File: src/include/txMux_defs.svh
`ifndef TXMUX_DEFS_SVH
`define TXMUX_DEFS_SVH

// Channel side
`define TXM_NUM_CHNL        4
`define TXM_CHNL_W          2
`define TXM_SG_W            2     // Scatter-gather list selector

// Request fields
`define TXM_ADDR_W          32
`define TXM_LEN_W           10    // Counted in 32-bit words
`define TXM_TAG_W           5

// Data path
`define TXM_DATA_W          128
`define TXM_DW_PER_BEAT     4
`define TXM_OFFSET_W        2
`define TXM_FIFO_LATENCY    3     // Read enable to valid channel data

// Request type codes in the metadata
`define TXM_REQ_RD          1'b0
`define TXM_REQ_WR          1'b1

`endif

File: src/logic/txMuxPkg.sv
`default_nettype none

`include "txMux_defs.svh"

package txMuxPkg;

    // Per-channel read request payload
    typedef struct packed {
        logic [`TXM_ADDR_W-1:0] addr;
        logic [`TXM_LEN_W-1:0]  len;
        logic [`TXM_SG_W-1:0]   sgSel;
    } rdReq_t;

    typedef struct packed {
        logic [`TXM_ADDR_W-1:0] addr;
        logic [`TXM_LEN_W-1:0]  len;
    } wrReq_t;

    // One word per accepted request, to the formatter
    typedef struct packed {
        logic                   reqType;
        logic [`TXM_ADDR_W-1:0] addr;
        logic [`TXM_LEN_W-1:0]  len;
        logic [`TXM_TAG_W-1:0]  tag;
        logic [3:0]             firstBe;
        logic [3:0]             lastBe;
    } txMeta_t;

    typedef struct packed {
        logic [`TXM_DATA_W-1:0]   data;
        logic                     startFlag;
        logic                     endFlag;
        logic [`TXM_OFFSET_W-1:0] endOffset;   // Last valid word in the end beat
    } dataBeat_t;

endpackage

`default_nettype wire

File: src/logic/burstSequencer.sv
`default_nettype none

`include "txMux_defs.svh"

module burstSequencer (
    input  logic                        CLK,
    input  logic                        reset,
    input  logic                        capValid,
    input  logic                        capIsWr,
    input  logic [`TXM_CHNL_W-1:0]      capChnl,
    input  logic [`TXM_ADDR_W-1:0]      capAddr,
    input  logic [`TXM_LEN_W-1:0]       capLen,
    input  logic [`TXM_TAG_W-1:0]       capTag,
    input  logic                        metaReady,
    output logic                        capTaken,
    output txMuxPkg::txMeta_t           meta,
    output logic                        metaValid,
    output logic [`TXM_NUM_CHNL-1:0]    wrDataRen,
    output logic                        beatValid,
    output logic [`TXM_CHNL_W-1:0]      beatChnl,
    output logic                        beatStart,
    output logic                        beatEnd,
    output logic [`TXM_OFFSET_W-1:0]    beatEndOffset
);

    localparam logic [`TXM_LEN_W-1:0] wordsPerBeat    = `TXM_DW_PER_BEAT;
    localparam logic [`TXM_LEN_W-1:0] wordsPerTwoBeat = 2 * `TXM_DW_PER_BEAT;

    typedef enum logic {stIdle, stWrite} seqState_t;

    seqState_t              state;
    logic                   issue;
    logic [`TXM_LEN_W-1:0]  remain;      // Words left, including the current beat

    assign issue     = (state == stIdle) && capValid && metaReady;
    assign capTaken  = issue;
    assign metaValid = issue;

    // ------------------------------------------------------------
    // Metadata word, straight from the captured record
    // ------------------------------------------------------------
    always_comb begin
        meta.reqType = capIsWr ? `TXM_REQ_WR : `TXM_REQ_RD;
        meta.addr    = capAddr;
        meta.len     = capLen;
        meta.tag     = capTag;
        meta.firstBe = '1;
        meta.lastBe  = (capLen == 1) ? 4'b0000 : 4'b1111;  // Single-word request
    end

    // ------------------------------------------------------------
    // Beat counting, one FIFO read per beat
    // ------------------------------------------------------------
    always_ff @(posedge CLK) begin
        if (reset) begin
            state     <= stIdle;
            beatValid <= 1'b0;
            wrDataRen <= '0;
        end else begin
            beatValid <= 1'b0;
            wrDataRen <= '0;
            if (state == stIdle) begin
                if (issue && capIsWr) begin
                    beatValid          <= 1'b1;
                    wrDataRen[capChnl] <= 1'b1;
                    if (capLen > wordsPerBeat)
                        state <= stWrite;
                end
            end else begin
                beatValid           <= 1'b1;
                wrDataRen[beatChnl] <= 1'b1;
                if (remain <= wordsPerTwoBeat)
                    state <= stIdle;   // This is the last beat
            end
        end
    end

    always_ff @(posedge CLK) begin
        if (state == stIdle) begin
            remain        <= capLen;
            beatChnl      <= capChnl;
            beatStart     <= 1'b1;
            beatEnd       <= (capLen <= wordsPerBeat);
            beatEndOffset <= capLen[`TXM_OFFSET_W-1:0] - 1'b1;
        end else begin
            remain    <= remain - wordsPerBeat;
            beatStart <= 1'b0;
            beatEnd   <= (remain <= wordsPerTwoBeat);
        end
    end

endmodule

`default_nettype wire

File: src/logic/dataDelayLine.sv
`default_nettype none

`include "txMux_defs.svh"

module dataDelayLine (
    input  logic                                       CLK,
    input  logic                                       reset,
    input  logic                                       beatValid,
    input  logic [`TXM_CHNL_W-1:0]                     beatChnl,
    input  logic                                       beatStart,
    input  logic                                       beatEnd,
    input  logic [`TXM_OFFSET_W-1:0]                   beatEndOffset,
    input  logic [`TXM_NUM_CHNL-1:0][`TXM_DATA_W-1:0]  wrDataAll,
    output txMuxPkg::dataBeat_t                        beat,
    output logic                                       dataValid
);

    typedef struct packed {
        logic                     valid;
        logic [`TXM_CHNL_W-1:0]   chnl;
        logic                     startFlag;
        logic                     endFlag;
        logic [`TXM_OFFSET_W-1:0] endOffset;
    } beatCtrl_t;

    beatCtrl_t                          inCtrl;
    beatCtrl_t [`TXM_FIFO_LATENCY:0]    pipe;       // Stage k is k+1 cycles old
    logic [`TXM_DATA_W-1:0]             beatData;

    assign inCtrl = {beatValid, beatChnl, beatStart, beatEnd, beatEndOffset};

    always_ff @(posedge CLK) begin
        if (reset)
            pipe <= '0;
        else
            pipe <= {pipe[`TXM_FIFO_LATENCY-1:0], inCtrl};
    end

    // Channel word is valid when its control reaches this stage
    always_ff @(posedge CLK) begin
        beatData <= wrDataAll[pipe[`TXM_FIFO_LATENCY-1].chnl];
    end

    always_comb begin
        beat.data      = beatData;
        beat.startFlag = pipe[`TXM_FIFO_LATENCY].startFlag & pipe[`TXM_FIFO_LATENCY].valid;
        beat.endFlag   = pipe[`TXM_FIFO_LATENCY].endFlag & pipe[`TXM_FIFO_LATENCY].valid;
        beat.endOffset = pipe[`TXM_FIFO_LATENCY].endOffset;
    end

    assign dataValid = pipe[`TXM_FIFO_LATENCY].valid;

endmodule

`default_nettype wire

File: src/logic/requestCapture.sv
`default_nettype none

`include "txMux_defs.svh"

module requestCapture (
    input  logic                             CLK,
    input  logic                             reset,
    input  logic                             rdPending,
    input  logic [`TXM_CHNL_W-1:0]           rdChnl,
    input  txMuxPkg::rdReq_t                 rdReq,
    input  logic                             wrPending,
    input  logic [`TXM_CHNL_W-1:0]           wrChnl,
    input  txMuxPkg::wrReq_t                 wrReq,
    input  logic [`TXM_TAG_W-1:0]            extTag,
    input  logic                             extTagValid,
    input  logic                             rxBufSpaceAvail,
    input  logic                             capTaken,
    output logic [`TXM_NUM_CHNL-1:0]         rdAck,
    output logic [`TXM_NUM_CHNL-1:0]         wrAck,
    output logic [`TXM_SG_W+`TXM_CHNL_W-1:0] intTag,
    output logic                             intTagValid,
    output logic                             rdReqSent,
    output logic                             rdHold,
    output logic                             wrHold,
    output logic                             capValid,
    output logic                             capIsWr,
    output logic [`TXM_CHNL_W-1:0]           capChnl,
    output logic [`TXM_ADDR_W-1:0]           capAddr,
    output logic [`TXM_LEN_W-1:0]            capLen,
    output logic [`TXM_TAG_W-1:0]            capTag
);

    typedef enum logic [1:0] {
        stRdCheck,
        stWrCheck,
        stCapture,
        stRelease
    } capState_t;

    capState_t state;
    logic      isWr;     // Side acknowledged last
    logic      rdGo;

    // A read needs a free external tag and room for the completion
    assign rdGo = rdPending && extTagValid && rxBufSpaceAvail;

    // Selectors keep their choice from the decision cycle through capture
    assign rdHold = (state == stRdCheck && rdGo) || (state == stCapture && !isWr);
    assign wrHold = (state == stWrCheck && wrPending) || (state == stCapture && isWr);

    assign intTag   = {rdReq.sgSel, rdChnl};
    assign capValid = (state == stRelease);

    always_ff @(posedge CLK) begin
        if (reset) begin
            state       <= stRdCheck;
            isWr        <= 1'b0;
            rdAck       <= '0;
            wrAck       <= '0;
            intTagValid <= 1'b0;
            rdReqSent   <= 1'b0;
        end else begin
            rdAck       <= '0;       // Acknowledges are single-cycle pulses
            wrAck       <= '0;
            intTagValid <= 1'b0;
            rdReqSent   <= 1'b0;
            case (state)
                stRdCheck: begin
                    if (rdGo) begin
                        rdAck[rdChnl] <= 1'b1;
                        intTagValid   <= 1'b1;
                        rdReqSent     <= 1'b1;
                        isWr          <= 1'b0;
                        state         <= stCapture;
                    end else begin
                        state <= stWrCheck;
                    end
                end
                stWrCheck: begin
                    if (wrPending) begin
                        wrAck[wrChnl] <= 1'b1;
                        isWr          <= 1'b1;
                        state         <= stCapture;
                    end else begin
                        state <= stRdCheck;
                    end
                end
                stCapture: state <= stRelease;
                stRelease: if (capTaken) state <= isWr ? stRdCheck : stWrCheck;
                default:   state <= stRdCheck;
            endcase
        end
    end

    // Record latch, extTag answers the tag exchange of the previous cycle
    always_ff @(posedge CLK) begin
        if (state == stCapture) begin
            capIsWr <= isWr;
            capChnl <= isWr ? wrChnl : rdChnl;
            capAddr <= isWr ? wrReq.addr : rdReq.addr;
            capLen  <= isWr ? wrReq.len : rdReq.len;
            capTag  <= extTag ^ {isWr, {(`TXM_TAG_W-1){1'b0}}};
        end
    end

endmodule

`default_nettype wire

File: src/logic/roundRobinSelector.sv
`default_nettype none

`include "txMux_defs.svh"

module roundRobinSelector #(
    parameter type payload_t = logic [`TXM_ADDR_W-1:0]
) (
    input  logic                           CLK,
    input  logic                           reset,
    input  logic [`TXM_NUM_CHNL-1:0]       reqAll,
    input  payload_t [`TXM_NUM_CHNL-1:0]   payloadAll,
    input  logic                           hold,        // Choice taken by the capture stage
    output logic                           reqValid,
    output logic [`TXM_CHNL_W-1:0]         chnl,
    output payload_t                       payload
);

    logic [`TXM_CHNL_W-1:0] lastGrant;
    logic [`TXM_CHNL_W-1:0] winner;
    logic                   found;

    // Search starts just after the last channel that was taken
    always_comb begin
        logic [`TXM_CHNL_W-1:0] idx;
        winner = lastGrant;
        found  = 1'b0;
        for (int i = 1; i <= `TXM_NUM_CHNL; i++) begin
            idx = lastGrant + i[`TXM_CHNL_W-1:0];
            if (!found && reqAll[idx]) begin
                found  = 1'b1;
                winner = idx;
            end
        end
    end

    always_ff @(posedge CLK) begin
        if (reset) begin
            reqValid  <= 1'b0;
            chnl      <= '0;
            lastGrant <= '1;                 // Channel 0 goes first
        end else if (hold) begin
            lastGrant <= chnl;
        end else begin
            reqValid <= found;
            chnl     <= winner;
        end
    end

    always_ff @(posedge CLK) begin
        if (!hold)
            payload <= payloadAll[winner];
    end

endmodule

`default_nettype wire

File: src/logic/txMultiplexer.sv
`default_nettype none

`include "txMux_defs.svh"

module txMultiplexer (
    input  logic                                       CLK,
    input  logic                                       reset,
    // Channel requests
    input  logic [`TXM_NUM_CHNL-1:0]                   rdReq,
    input  txMuxPkg::rdReq_t [`TXM_NUM_CHNL-1:0]       rdInfo,
    output logic [`TXM_NUM_CHNL-1:0]                   rdAck,
    input  logic [`TXM_NUM_CHNL-1:0]                   wrReq,
    input  txMuxPkg::wrReq_t [`TXM_NUM_CHNL-1:0]       wrInfo,
    output logic [`TXM_NUM_CHNL-1:0]                   wrAck,
    input  logic [`TXM_NUM_CHNL-1:0][`TXM_DATA_W-1:0]  wrData,
    output logic [`TXM_NUM_CHNL-1:0]                   wrDataRen,
    // Tag exchange and receive buffer
    output logic [`TXM_SG_W+`TXM_CHNL_W-1:0]           intTag,
    output logic                                       intTagValid,
    input  logic [`TXM_TAG_W-1:0]                      extTag,
    input  logic                                       extTagValid,
    output logic                                       rdReqSent,
    input  logic                                       rxBufSpaceAvail,
    // Formatter side
    output txMuxPkg::txMeta_t                          meta,
    output logic                                       metaValid,
    input  logic                                       metaReady,
    output txMuxPkg::dataBeat_t                        beat,
    output logic                                       dataValid
);

    import txMuxPkg::*;

    logic                       rdPending, wrPending, rdHold, wrHold;
    logic [`TXM_CHNL_W-1:0]     rdChnl, wrChnl;
    rdReq_t                     rdSel;
    wrReq_t                     wrSel;

    logic                       capValid, capIsWr, capTaken;
    logic [`TXM_CHNL_W-1:0]     capChnl;
    logic [`TXM_ADDR_W-1:0]     capAddr;
    logic [`TXM_LEN_W-1:0]      capLen;
    logic [`TXM_TAG_W-1:0]      capTag;

    logic                       beatValid, beatStart, beatEnd;
    logic [`TXM_CHNL_W-1:0]     beatChnl;
    logic [`TXM_OFFSET_W-1:0]   beatEndOffset;

    // ------------------------------------------------------------
    // Channel selection, one arbiter per side
    // ------------------------------------------------------------
    roundRobinSelector #(.payload_t(rdReq_t)) rdSelector (
        .CLK(CLK), .reset(reset), .reqAll(rdReq), .payloadAll(rdInfo), .hold(rdHold),
        .reqValid(rdPending), .chnl(rdChnl), .payload(rdSel)
    );

    roundRobinSelector #(.payload_t(wrReq_t)) wrSelector (
        .CLK(CLK), .reset(reset), .reqAll(wrReq), .payloadAll(wrInfo), .hold(wrHold),
        .reqValid(wrPending), .chnl(wrChnl), .payload(wrSel)
    );

    requestCapture capture (
        .CLK(CLK), .reset(reset),
        .rdPending(rdPending), .rdChnl(rdChnl), .rdReq(rdSel),
        .wrPending(wrPending), .wrChnl(wrChnl), .wrReq(wrSel),
        .extTag(extTag), .extTagValid(extTagValid), .rxBufSpaceAvail(rxBufSpaceAvail),
        .capTaken(capTaken), .rdAck(rdAck), .wrAck(wrAck),
        .intTag(intTag), .intTagValid(intTagValid), .rdReqSent(rdReqSent),
        .rdHold(rdHold), .wrHold(wrHold), .capValid(capValid), .capIsWr(capIsWr),
        .capChnl(capChnl), .capAddr(capAddr), .capLen(capLen), .capTag(capTag)
    );

    // ------------------------------------------------------------
    // Metadata issue and write data path
    // ------------------------------------------------------------
    burstSequencer sequencer (
        .CLK(CLK), .reset(reset), .capValid(capValid), .capIsWr(capIsWr),
        .capChnl(capChnl), .capAddr(capAddr), .capLen(capLen), .capTag(capTag),
        .metaReady(metaReady), .capTaken(capTaken), .meta(meta), .metaValid(metaValid),
        .wrDataRen(wrDataRen), .beatValid(beatValid), .beatChnl(beatChnl),
        .beatStart(beatStart), .beatEnd(beatEnd), .beatEndOffset(beatEndOffset)
    );

    dataDelayLine delayLine (
        .CLK(CLK), .reset(reset), .beatValid(beatValid), .beatChnl(beatChnl),
        .beatStart(beatStart), .beatEnd(beatEnd), .beatEndOffset(beatEndOffset),
        .wrDataAll(wrData), .beat(beat), .dataValid(dataValid)
    );

endmodule

`default_nettype wire

File: config.mk
export PLATFORM = sky130hd
export DESIGN_NAME = txMultiplexer
export DESIGN_NICKNAME = d
export VERILOG_FILES = /design/src/logic/txMuxPkg.sv /design/src/logic/burstSequencer.sv /design/src/logic/dataDelayLine.sv /design/src/logic/requestCapture.sv /design/src/logic/roundRobinSelector.sv /design/src/logic/txMultiplexer.sv
export VERILOG_INCLUDE_DIRS = /design/src /design/src/include
export SDC_FILE = /design/constraint.sdc
export NUM_CORES = 1
export LEC_CHECK = 0
export BUFFER_PORTS_ARGS = -buffer_cell sky130_fd_sc_hd__buf_2
export CAP_MARGIN = 10
export CORE_AREA = 3 3 421 423
export DETAILED_ROUTE_END_ITERATION = 6
export DIE_AREA = 0 0 424 426
export PLACE_DENSITY = 0.3
export SLEW_MARGIN = 20
export SYNTH_ARGS = -nofsm -noshare
export SYNTH_HDL_FRONTEND = slang
export SYNTH_SLANG_ARGS = --single-unit
File: constraint.sdc
create_clock -name CLK -period 6.3 [get_ports CLK]
set_input_delay 1.26 -clock CLK [delete_from_list [all_inputs] [get_ports CLK]]
set_output_delay 1.26 -clock CLK [all_outputs]
set_load 0.02 [all_outputs]
==> impl_metrics.csv, run 1 <==
group,metric,value,unit
status,result_of_the_run,"finished, final reports clean",
sta,timing.final.crit_share,52.55,%
cells_and_area,mostFrequentLayoutCell,"sky130_fd_sc_hd__buf_2",
synthesis,post_synth_instance_area,15680,sq um
routing,postRouteAntennaNets,0,
synthesis,postSynth.asyncResetShare,0,%
global_routing,global_route_wire_length_before_repair,129500,um
sta,rsz0062_at_grt,"no",
routing,detail_route.drc_violations,0,
clocking,number_of_buffers_inserted_during_clock_tree_synthesis,46,
sta,setup_ws,2989,ps
sta,timing.final.hold_violations,0,
global_routing,grt_start_max_net_pins,104,
synthesis,synth.distinct_cells,45,
sta,slew_viol_final,0,
synthesis,synth_edf_count,142,
sta,final_period_minus_worst_setup_slack,3311,ps
synthesis,yosys.area.top_type_share,27.19,%
floorplan,floorplan.core_area,173800,sq um
floorplan,row_count,153,
routing,vias,13640,
cells_and_area,finalNetCount,2967,
placement,preCtsSetupSlack,2826,ps
worst_hold_path,holdCritPathClass,"reg2reg",
placement,detailedPlacementHpwl,85580,um
clocking,htree_levels,2,
worst_setup_path,cp-end-kind,"output port",
placement,place.port_buffers,1077,
synthesis,synthesis.area_per_instance,15.17,sq um
worst_setup_path,crit_path_start_kind,"flop",
sta,worst_clock_skew,44.79,ps
sta,setup_tns,0,ps
synthesis,synth_sequential_area_ratio,51.70,%
worst_setup_path,setup.worst_path.class,"reg2out",
pwr,powerDensity,268.0,nW/um^2
global_routing,first_global_vias,14590,
clocking,root_buffer,"sky130_fd_sc_hd__clkbuf_16",
placement,dp.cells,4366,
worst_setup_path,worst-endpoint-required,5040,ps
sta,worst_slew_margin,39.70,%
worst_setup_path,worst_path_max_delay_cell,"sky130_fd_sc_hd__nor4_1",
synthesis,post_synth_main_area_contributors,"sky130_fd_sc_hd__edfxtp_1 (27%), sky130_fd_sc_hd__dfxtp_1 (25%), sky130_fd_sc_hd__mux4_2 (19%), sky130_fd_sc_hd__mux2i_1 (17%), sky130_fd_sc_hd__mux2_2 (3.2%)",
clocking,cts_hold_buf,0,
synthesis,synth.largest_area_cell,"sky130_fd_sc_hd__edfxtp_1",
global_routing,grt_usage,10.62,%
run,drv_cap,0,
floorplan,die_width,424,um
clocking,post_cts.repair.setup_buffers,0,
routing,dr.first_iter.drc_count,384,
worst_setup_path,critical_path.max_fanout,4,
clocking,cts-resized-gates,0,
synthesis,flops_latches_synth,334,
clocking,clock-sinks,334,
worst_hold_path,worstHoldPathCells,1,
pwr,max-vdd-ir-drop,0.0001806,V
routing,firstDrtPassIters,4,
synthesis,cell_count_after_synthesis,1034,
clocking,clk_pin_slew,60,ps
cells_and_area,layout.cells.most_common_list,"sky130_fd_sc_hd__buf_2 (1077), sky130_fd_sc_hd__mux2i_1 (259), sky130_fd_sc_hd__dfxtp_1 (189)",
cells_and_area,synthToLayoutAreaGrowth,60.97,%
worst_setup_path,reg2regPathDepth,6,
sta,max_slew.worst_pin.slew,904.5,ps
synthesis,yosys_most_used_dff,"sky130_fd_sc_hd__dfxtp_1",
routing,postRouteWirelength,101100,um
floorplan,initial_utilization,9.023,%
floorplan,dieHeight,426,um
routing,via_per_inst,3.033,
floorplan,die_area,180600,sq um
clocking,clock_latency,630,ps
synthesis,synth.yosys.warnings,0,
sta,max_freq,0.3021,GHz
global_routing,grt_overflow,0,
clocking,cts.path.max_buffers,3,
sta,setup_viol_count_final,0,
worst_setup_path,worst_ep_arrival_time,2050,ps
floorplan,ioPinCount,1082,
clocking,clock_tree_from_tritoncts,"yes",
routing,wl_per_cell,22.48,um
global_routing,antenna_found_initial,80,
cells_and_area,fraction_of_layout_instances_using_a_drive_strength_above_1,62.93,%
worst_setup_path,timing.critical_path.cells,"nor4_1 > nand4_1 > buf_2",
cells_and_area,layout.cells.non_filler,4496,
placement,globalplace.congestion,0.8407,
worst_setup_path,critical-path-max-stage-delay,470,ps
pwr,static-leakage-power,10.67,nW
worst paths after layout:
path,startpoint,endpoint,slack [ps]
hold / removal,delayLine.pipe[11],delayLine.pipe[18],430
setup / recovery,capture.capLen[7],meta[2],2990
hold reg to reg,delayLine.pipe[11],delayLine.pipe[18],430
setup reg to reg,wrSelector.lastGrant[0],wrSelector.payload[6],3610
kinds of logic (layout without fill, tap and decap cells):
logic type | after synthesis | count (layout) | share of synthesized area [%]
flops | 334 | 334 | 51.70
buf+inv | 101 | 1187 | 3.837
fa+ha+maj | 4 | 4 | 0.3191
other cells | 1 | 52 | 0.02391
xor+xnor | 6 | 6 | 0.3351
simple gates | 110 | 110 | 3.686
mux | 434 | 434 | 38.37
compound gates | 44 | 44 | 1.731
synthesized netlist by cell type, types with 2 or more instances:
library cell	n
sky130_fd_sc_hd__mux2i_1	260
sky130_fd_sc_hd__dfxtp_1	192
sky130_fd_sc_hd__edfxtp_1	142
sky130_fd_sc_hd__mux4_2	129
sky130_fd_sc_hd__mux2_2	44
sky130_fd_sc_hd__nor2_1	30
sky130_fd_sc_hd__nor2b_1	28
sky130_fd_sc_hd__buf_4	26
sky130_fd_sc_hd__buf_2	22
sky130_fd_sc_hd__clkbuf_1	20
sky130_fd_sc_hd__a21oi_1	18
sky130_fd_sc_hd__nand2_1	15
sky130_fd_sc_hd__inv_1	14
sky130_fd_sc_hd__buf_6	10
sky130_fd_sc_hd__nand2b_1	10
sky130_fd_sc_hd__o21ai_0	8
sky130_fd_sc_hd__buf_1	6
sky130_fd_sc_hd__nor3_1	5
sky130_fd_sc_hd__nor4_1	5
sky130_fd_sc_hd__ha_1	4
sky130_fd_sc_hd__a211oi_1	3
sky130_fd_sc_hd__a221oi_1	3
sky130_fd_sc_hd__and2_1	3
sky130_fd_sc_hd__and3_1	3
sky130_fd_sc_hd__nor3b_1	3
sky130_fd_sc_hd__xnor2_1	3
sky130_fd_sc_hd__xor2_1	3
sky130_fd_sc_hd__a311oi_1	2
sky130_fd_sc_hd__a31oi_1	2
sky130_fd_sc_hd__a32o_1	2
sky130_fd_sc_hd__buf_8	2
sky130_fd_sc_hd__nand3_1	2
sky130_fd_sc_hd__nand4_1	2
sky130_fd_sc_hd__o21bai_1	2
per-layer routing:
metal / share of wire (%) / global-route usage, % / up-vias
met5: 0.043 / 0 / -
met4: 4.2 / 4.846 / 8
met3: 7.3 / 3.232 / 176
met2: 58 / 21.48 / 707
met1: 31 / 9.430 / 6570
li1: - / - / 6176
flip-flops by register name (all words and copies together), names as in the netlist, 4 cells and up:
name / count
delayLine.beatData: 128
capture.wrAck: 4
capture.capAddr: 32
rdSelector.payload: 44
capture.capLen: 10
wrSelector.payload: 42
delayLine.pipe: 23
capture.capTag: 5
capture.rdAck: 4
sequencer.remain: 10
sequencer.wrDataRen: 4
final cells by class:
cell class	instances	area, sq um
fill	19780	148600
sequential	334	8117
multi-input combinational	602	7047
timing repair buffer	1090	5550
tap	2325	2909
clock buffer	64	1291
clock inverter	18	156.4
antenna	48	120.1
inverter	15	56.30
critical path, delay by kind of cell (launching register included):
| kind | cells | cell delay (ps) |
|---|---|---|
| buffers and inverters | 1 | 240 |
| flip-flops | 1 | 440 |
| AND/OR/NAND/NOR | 2 | 750 |
per-stage QoR:
step | total power, mW | utilization (%) | hold slack [ps] | instance area [sq um]
global route | 7.159 | 14.50 | 447.4 | 25200
floorplan | 3.553 | - | 413.8 | 15700
detailed placement | 4.252 | 13.62 | 419.7 | 23680
CTS | 7.009 | 14.46 | 433.4 | 25130
global placement | 4.251 | 13.62 | 417.8 | 23680
finish | 6.766 | 14.52 | 429.9 | 25250
where the power goes:
| group | internal, mW | switching, mW | leakage, nW |
|---|---|---|---|
| sequential | 2.60 | 0.129 | 3.02 |
| clock | 1.51 | 1.11 | 0.704 |
| combinational | 0.672 | 0.738 | 6.95 |
No activity file was read; power rests on OpenSTA's default activity.
==> inputs of run 2 (changes only) <==
--- a/config.mk
+++ b/config.mk
@@ -6,12 +6,13 @@
 export SDC_FILE = /design/constraint.sdc
 export NUM_CORES = 1
 export LEC_CHECK = 0
+export ABC_AREA = 1
 export BUFFER_PORTS_ARGS = -buffer_cell sky130_fd_sc_hd__buf_2
 export CAP_MARGIN = 10
-export CORE_AREA = 3 3 421 423
+export CORE_AREA = 3 3 416 418
 export DETAILED_ROUTE_END_ITERATION = 6
-export DIE_AREA = 0 0 424 426
-export PLACE_DENSITY = 0.3
+export DIE_AREA = 0 0 419 421
+export PLACE_DENSITY = 0.31
 export SLEW_MARGIN = 20
 export SYNTH_ARGS = -nofsm -noshare
 export SYNTH_HDL_FRONTEND = slang
==> constraint.sdc (replaced) <==
create_clock -name CLK -period 2.96 [get_ports CLK]
set_input_delay 0.592 -clock CLK [delete_from_list [all_inputs] [get_ports CLK]]
set_output_delay 0.592 -clock CLK [all_outputs]
set_load 0.02 [all_outputs]
==> run 2 against run 1 <==
  * Area after synthesis is 11% higher
  * Cell count is 26% higher
  * Total power grew to 3.7 times the previous value
==> impl_metrics.csv, run 2 <==
group,metric,value,unit
sta,setup_viol_count_final,0,
cells_and_area,area.sequential,8119,sq um
global_routing,grt_overflow,0,
synthesis,flops_latches_synth,334,
synthesis,synth_sequential_area_ratio,46.56,%
placement,dp.cells,5521,
sta,worst_clock_skew,13.21,ps
global_routing,gr-usage-met2,27.19,%
worst_setup_path,timing.critical_path.cells,"inv_4 > nand2_1 > nand2_1 > nand2_2 > nand2_2 > inv_1 > nand3_2 > nand3_1 > nand2_2 > inv_2 > nand2_1 > nand2_1",
routing,wl_per_cell,22.76,um
worst_setup_path,reg2regPathDepth,12,
sta,rsz0062_at_grt,"no",
synthesis,synth_most_common_cell,"sky130_fd_sc_hd__nand2_1",
pwr,netSwitchingFraction,44.12,%
placement,globalplace.congestion,0.8636,
pwr,netSwitchingPower,11.03,mW
global_routing,top_usage_layer,"met2",
pwr,static-leakage-power,12.96,nW
clocking,clock_tree_from_tritoncts,"yes",
synthesis,synthesis.area_per_instance,7.373,sq um
cells_and_area,layout.cells.most_common_list,"sky130_fd_sc_hd__buf_2 (1077), sky130_fd_sc_hd__nand2_1 (631), sky130_fd_sc_hd__nor2_1 (304)",
global_routing,grt_use_met1,12.88,%
cells_and_area,multiInputGateArea,7885,sq um
global_routing,grt.met3_usage,4.046,%
synthesis,synth.largest_area_cell,"sky130_fd_sc_hd__edfxtp_1",
worst_setup_path,critical-path-max-stage-delay,670,ps
global_routing,first_global_vias,21330,
sta,max_slew.worst_pin.slew,1101,ps
clocking,clock-sinks,334,
floorplan,initial_utilization,10.28,%
clocking,root_buffer,"sky130_fd_sc_hd__clkbuf_16",
pwr,power.clock.fraction,25.7,%
worst_hold_path,hp-start,"extTag[0]",
clocking,cts.path.max_buffers,3,
sta,worst_slew_margin,25.80,%
clocking,cts-resized-gates,0,
worst_hold_path,holdCritPathClass,"in2reg",
routing,vias,20690,
cells_and_area,finalNetCount,4233,
cells_and_area,mostFrequentLayoutCell,"sky130_fd_sc_hd__buf_2",
routing,firstDrtPassIters,5,
placement,place.port_buffers,1077,
synthesis,synth_edf_count,142,
cells_and_area,layout.cells.non_filler,5652,
sta,final_period_minus_worst_setup_slack,2595,ps
worst_setup_path,critical-path-top-delay-family,"simple AND/OR/NAND/NOR gates",
global_routing,antenna_found_initial,81,
pwr,power.internal,13.98,mW
routing,dr.first_iter.drc_count,1091,
sta,timing.final.crit_share,87.68,%
run,drv_cap,0,
pwr,fin_total_pwr,25.01,mW
worst_setup_path,crit_path_start_kind,"flop",
worst_setup_path,timing.critical_path.buf_inv,3,
synthesis,synth.distinct_cells,39,
cells_and_area,filler_cell_count,19820,
sta,setup_ws,364.7,ps
worst_setup_path,worst-endpoint-required,3450,ps
global_routing,global_route_wire_length_before_repair,171500,um
pwr,powerDensity,922.7,nW/um^2
floorplan,ioPinCount,1082,
clocking,clk_pin_slew,50,ps
synthesis,cell_count_after_synthesis,2362,
synthesis,synth.yosys.warnings,0,
worst_setup_path,worst_ep_arrival_time,3080,ps
floorplan,dieHeight,421,um
global_routing,grt_usage,13.87,%
cells_and_area,biggestRegsByFlops,"delayLine.beatData (128), rdSelector.payload (44), wrSelector.payload (42)",
routing,postRouteAntennaNets,0,
clocking,cts_hold_buf,0,
synthesis,yosys_most_used_dff,"sky130_fd_sc_hd__dfxtp_1",
worst_setup_path,setup.worst_path.class,"reg2reg",
routing,detail_route.drc_violations,0,
cells_and_area,synthToLayoutAreaGrowth,55.65,%
placement,preCtsSetupSlack,338.7,ps
clocking,htree_levels,2,
sta,whs,149.4,ps
global_routing,grt_start_max_net_pins,132,
sta,timing.final.hold_violations,0,
worst_setup_path,timing.critical_path.depth,12,
cells_and_area,largest-register,"delayLine.beatData",
sta,max_freq,0.3853,GHz
synthesis,post_synth_instance_area,17410,sq um
floorplan,die_width,419,um
worst_setup_path,reg2reg_from,"rdSelector.lastGrant[0]",
worst_setup_path,critical_path.max_fanout,44,
cells_and_area,fraction_of_layout_instances_using_a_drive_strength_above_1,36.69,%
sta,slew_viol_final,0,
synthesis,yosys.area.top_type_share,24.49,%
synthesis,postSynth.asyncResetShare,0,%
pwr,power.share.sequential,29.5,%
worst_setup_path,cp-end-kind,"flop",
worst_setup_path,timing.critical_path.mode_cell,"sky130_fd_sc_hd__nand2_1",
synthesis,post_synth_main_area_contributors,"sky130_fd_sc_hd__edfxtp_1 (24%), sky130_fd_sc_hd__dfxtp_1 (22%), sky130_fd_sc_hd__nand2_1 (14%), sky130_fd_sc_hd__o21ai_0 (7.8%), sky130_fd_sc_hd__nor2_1 (6.6%)",
cells_and_area,largest_register_ff_count,128,
placement,detailedPlacementHpwl,105000,um
sta,setup_tns,0,ps
pwr,max-vdd-ir-drop,0.0009625,V
clocking,post_cts.repair.setup_buffers,0,
clocking,number_of_buffers_inserted_during_clock_tree_synthesis,50,
synthesis,synth_top_cells_by_count,"sky130_fd_sc_hd__nand2_1 (631), sky130_fd_sc_hd__nor2_1 (305), sky130_fd_sc_hd__o21ai_0 (272)",
clocking,clock_latency,630,ps
worst_setup_path,worst_path_max_delay_cell,"sky130_fd_sc_hd__inv_2",
worst_hold_path,worstHoldPathCells,1,
worst_setup_path,worstReg2RegEnd,"rdSelector.payload[23]",
worst_hold_path,timing.hold.worst_endpoint,"capture.capTag[0]",
floorplan,floorplan.core_area,169500,sq um
status,result_of_the_run,"finished, final reports clean",
floorplan,row_count,151,
floorplan,die_area,176400,sq um
routing,postRouteWirelength,128700,um
pwr,comb_power_share,44.8,%
routing,via_per_inst,3.661,
worst_setup_path,worst_r2r_setup_slack,360,ps
run 2: worst reg2reg max path, cell delays in order (launching register included):
cell and delay, ps:
sky130_fd_sc_hd__dfxtp_1 590, sky130_fd_sc_hd__inv_4 110, sky130_fd_sc_hd__nand2_1 80, sky130_fd_sc_hd__nand2_1 110, sky130_fd_sc_hd__nand2_2 120, sky130_fd_sc_hd__nand2_2 100
sky130_fd_sc_hd__inv_1 80, sky130_fd_sc_hd__nand3_2 90, sky130_fd_sc_hd__nand3_1 140, sky130_fd_sc_hd__nand2_2 90, sky130_fd_sc_hd__inv_2 670, sky130_fd_sc_hd__nand2_1 190
sky130_fd_sc_hd__nand2_1 90
run 2: power by group through the flow:
stage          combinational [mW]  clock (mW)  sequential, mW
6_report                     11.2        6.43            7.37
5_1_grt                      12.6        6.87            7.56
4_1_cts                      11.6        6.75            7.52
3_5_place_dp                 11.6           0            7.61
3_3_place_gp                 11.6           0            7.61
2_1_floorplan                6.60           0            7.60
run 2: kinds of logic after synthesis:
family / after synthesis / synth area share, %
and+or+nand+nor: 1259 / 31.08
AOI/OAI and AO/OA: 426 / 13.38
DFF: 334 / 46.56
buffers and inverters: 333 / 8.421
xor gates and xnor gates: 5 / 0.2515
adders and majority gates: 4 / 0.2874
other: 1 / 0.02153
run 2: per-layer routing:
| layer | up-vias | wire (um) |
|---|---|---|
| met1 | 9636 | 41940 |
| li1 | 9879 | - |
| met2 | 894 | 70330 |
| met4 | 30 | 6374 |
| met3 | 251 | 9808 |
| met5 | - | 198 |
run 2: cell type report:
class / count / area share (%)
diodes: 38 / 0.3508
multi-input cells: 1698 / 29.09
repair buffers: 1124 / 21.88
clock inverters: 29 / 1.168
well taps: 2218 / 10.24
clock buffers: 64 / 5.225
inverters: 147 / 2.096
flip-flops and latches: 334 / 29.95
run 2: worst max path at each step:
stage | startpoint | end | slack [ps]
after floorplan | capture.state[1] | rdSelector.reqValid | 80
after global placement | rdReq[0] | rdSelector.payload[18] | 330
after detailed placement | rdReq[0] | rdSelector.payload[23] | 340
after CTS | rdSelector.lastGrant[0] | rdSelector.payload[9] | 270
after global routing | rdSelector.lastGrant[0] | rdSelector.payload[9] | 30
final | rdSelector.lastGrant[0] | rdSelector.payload[23] | 360
run 2: per-stage QoR:
step	area (sq um)	util, %
6_report	27110	15.99
4_1_cts	27010	15.94
5_1_grt	27070	15.98
3_3_place_gp	25280	14.92
3_5_place_dp	25280	14.92
2_1_floorplan	17440	-
==> inputs of run 3 (changes only) <==
--- a/config.mk
+++ b/config.mk
@@ -6,13 +6,13 @@
 export SDC_FILE = /design/constraint.sdc
 export NUM_CORES = 1
 export LEC_CHECK = 0
-export ABC_AREA = 1
+export ABC_AREA = 0
 export BUFFER_PORTS_ARGS = -buffer_cell sky130_fd_sc_hd__buf_2
 export CAP_MARGIN = 10
-export CORE_AREA = 3 3 416 418
+export CORE_AREA = 5 5 419 421
 export DETAILED_ROUTE_END_ITERATION = 6
-export DIE_AREA = 0 0 419 421
-export PLACE_DENSITY = 0.31
+export DIE_AREA = 0 0 424 426
+export PLACE_DENSITY = 0.3
 export SLEW_MARGIN = 20
 export SYNTH_ARGS = -nofsm -noshare
 export SYNTH_HDL_FRONTEND = slang
==> run 3 against run 2 <==
  * Sequential share of layout area grew 1.8 points
  * Flip-flop and latch count unchanged
  * Combinational power decreased by 72%
  * Clock-buffer cell count is 6 higher
  * Maximum frequency up 3.4%
  * Cell count down 22%
  * Total power fell by 42%
  * Routed wire length decreased by 20%
  * Die area increased by 2.4%
  * Core utilization shrank 1.1 points
  * Via count decreased by 33%
  * Worst setup slack better by 84 ps
  * Critical endpoint is now meta[2]
==> impl_metrics.csv, run 3 (synthesis results as in run 1) <==
group,metric,value,unit
worst_hold_path,timing.hold.worst_endpoint,"capture.capTag[2]",
pwr,static-leakage-power,10.93,nW
placement,detailedPlacementHpwl,88710,um
worst_setup_path,critical-path-top-delay-family,"flip-flops",
worst_setup_path,worstReg2RegEnd,"wrSelector.payload[8]",
clocking,cts_hold_buf,0,
sta,worst_clock_skew,11.97,ps
routing,via_per_inst,3.114,
cells_and_area,final_cell_area,25550,sq um
cells_and_area,finalNetCount,3006,
cells_and_area,fraction_of_layout_instances_using_a_drive_strength_above_1,63.75,%
floorplan,die_area,180600,sq um
routing,vias,13780,
routing,firstDrtPassIters,5,
cells_and_area,layout.core_utilization,14.94,%
worst_hold_path,hp-start,"extTag[2]",
clocking,clk_pin_slew,50,ps
worst_setup_path,reg2regPathDepth,6,
sta,timing.final.crit_share,84.83,%
floorplan,ioPinCount,1082,
placement,preCtsSetupSlack,474.0,ps
worst_setup_path,critical_path.max_fanout,4,
sta,setup_tns,0,ps
routing,wl_per_cell,23.36,um
routing,postRouteAntennaNets,0,
cells_and_area,layout.cells.non_filler,4426,
cells_and_area,area.sequential,8119,sq um
worst_setup_path,timing.critical_path.cells,"inv_1 > ha_1 > nand4_1 > buf_2",
worst_setup_path,reg2reg_from,"wrSelector.lastGrant[0]",
global_routing,grt.met3_usage,2.829,%
sta,max_slew.worst_pin.slew,820.3,ps
global_routing,gr-usage-met2,22.58,%
sta,rsz0062_at_grt,"no",
pwr,power.share.sequential,39.8,%
worst_hold_path,worstHoldPathCells,1,
cells_and_area,mostFrequentLayoutCell,"sky130_fd_sc_hd__buf_2",
pwr,fin_total_pwr,14.55,mW
global_routing,grt_usage,10.80,%
run,drv_cap,0,
worst_setup_path,crit_path_start_kind,"flop",
placement,globalplace.congestion,0.8734,
floorplan,row_count,152,
cells_and_area,multiInputGateArea,7047,sq um
cells_and_area,largest_register_ff_count,128,
clocking,cts-resized-gates,0,
cells_and_area,synthToLayoutAreaGrowth,62.91,%
global_routing,global_route_wire_length_before_repair,132900,um
worst_setup_path,setup.worst_path.class,"reg2out",
global_routing,top_usage_layer,"met2",
floorplan,initial_utilization,9.173,%
worst_setup_path,worst_path_max_delay_cell,"sky130_fd_sc_hd__edfxtp_1",
worst_setup_path,worst_r2r_setup_slack,730,ps
cells_and_area,layout.cells.most_common_list,"sky130_fd_sc_hd__buf_2 (1077), sky130_fd_sc_hd__mux2i_1 (259), sky130_fd_sc_hd__dfxtp_1 (189)",
global_routing,grt_overflow,0,
floorplan,floorplan.core_area,171000,sq um
pwr,netSwitchingFraction,28.99,%
clocking,number_of_buffers_inserted_during_clock_tree_synthesis,48,
worst_hold_path,holdCritPathClass,"in2reg",
pwr,max-vdd-ir-drop,0.0003091,V
clocking,cts.path.max_buffers,3,
global_routing,grt_use_met1,9.933,%
sta,final_period_minus_worst_setup_slack,2511,ps
sta,worst_slew_margin,45.31,%
sta,setup_viol_count_final,0,
clocking,post_cts.repair.setup_buffers,0,
pwr,power.internal,10.33,mW
cells_and_area,biggestRegsByFlops,"delayLine.beatData (128), rdSelector.payload (44), wrSelector.payload (42)",
routing,detail_route.drc_violations,0,
status,result_of_the_run,"finished, final reports clean",
sta,setup_ws,449.2,ps
sta,slew_viol_final,0,
pwr,comb_power_share,21.7,%
routing,postRouteWirelength,103400,um
sta,max_freq,0.3983,GHz
placement,placed_cell_area,23990,sq um
floorplan,dieHeight,426,um
worst_setup_path,worst-endpoint-required,2370,ps
placement,dp.cells,4311,
worst_setup_path,cp-end-kind,"output port",
clocking,htree_levels,2,
floorplan,die_width,424,um
placement,place.port_buffers,1077,
clocking,clock_latency,600,ps
global_routing,antenna_found_initial,74,
worst_setup_path,worst_ep_arrival_time,1920,ps
clocking,clock_tree_from_tritoncts,"yes",
pwr,powerDensity,569.5,nW/um^2
sta,timing.final.hold_violations,0,
global_routing,grt_start_max_net_pins,51,
worst_setup_path,timing.critical_path.buf_inv,2,
cells_and_area,largest-register,"delayLine.beatData",
cells_and_area,filler_cell_count,19240,
clocking,root_buffer,"sky130_fd_sc_hd__clkbuf_16",
routing,dr.first_iter.drc_count,489,
worst_setup_path,critical-path-max-stage-delay,540,ps
sta,whs,170.6,ps
clocking,clock-sinks,334,
pwr,power.clock.fraction,38.5,%
global_routing,first_global_vias,14930,
pwr,netSwitchingPower,4.218,mW
[run 3: routing by layer]
layer,up-vias,share of wire (%)
met5,-,0.0068
met4,2,3.3
met3,178,6.7
met2,713,58
met1,6658,32
li1,6232,-
[run 3: how the worst max path moves through the flow]
stage                            from                endpoint  depth (start not counted)
global route        capture.capLen[1]                 meta[1]                          4
CTS                 capture.capLen[1]                 meta[2]                          4
detailed placement           wrReq[1]  wrSelector.payload[41]                          5
floorplan            capture.state[1]      wrSelector.chnl[0]                          7
global placement             wrReq[3]  wrSelector.payload[41]                          6
finish              capture.capLen[1]                 meta[2]                          4
[run 3: power by group through the flow]
stage                     registers (mW)  clock network, mW  logic [mW]
after detailed placement            5.90                  0        3.27
after global placement              5.92                  0        3.27
after CTS                           5.81               5.93        3.28
after global routing                5.86               6.08        3.42
final                               5.79               5.61        3.15
after floorplan                     6.05                  0        1.51
[run 3: layout make-up]
type	count	share of cell area [%]
antenna	30	0.2938
timing repair buffer	1127	23.40
multi-input combinational	602	27.58
tap	2233	10.93
inverter	15	0.2204
sequential	334	31.78
clock inverter	15	0.4162
clock buffer	70	5.382
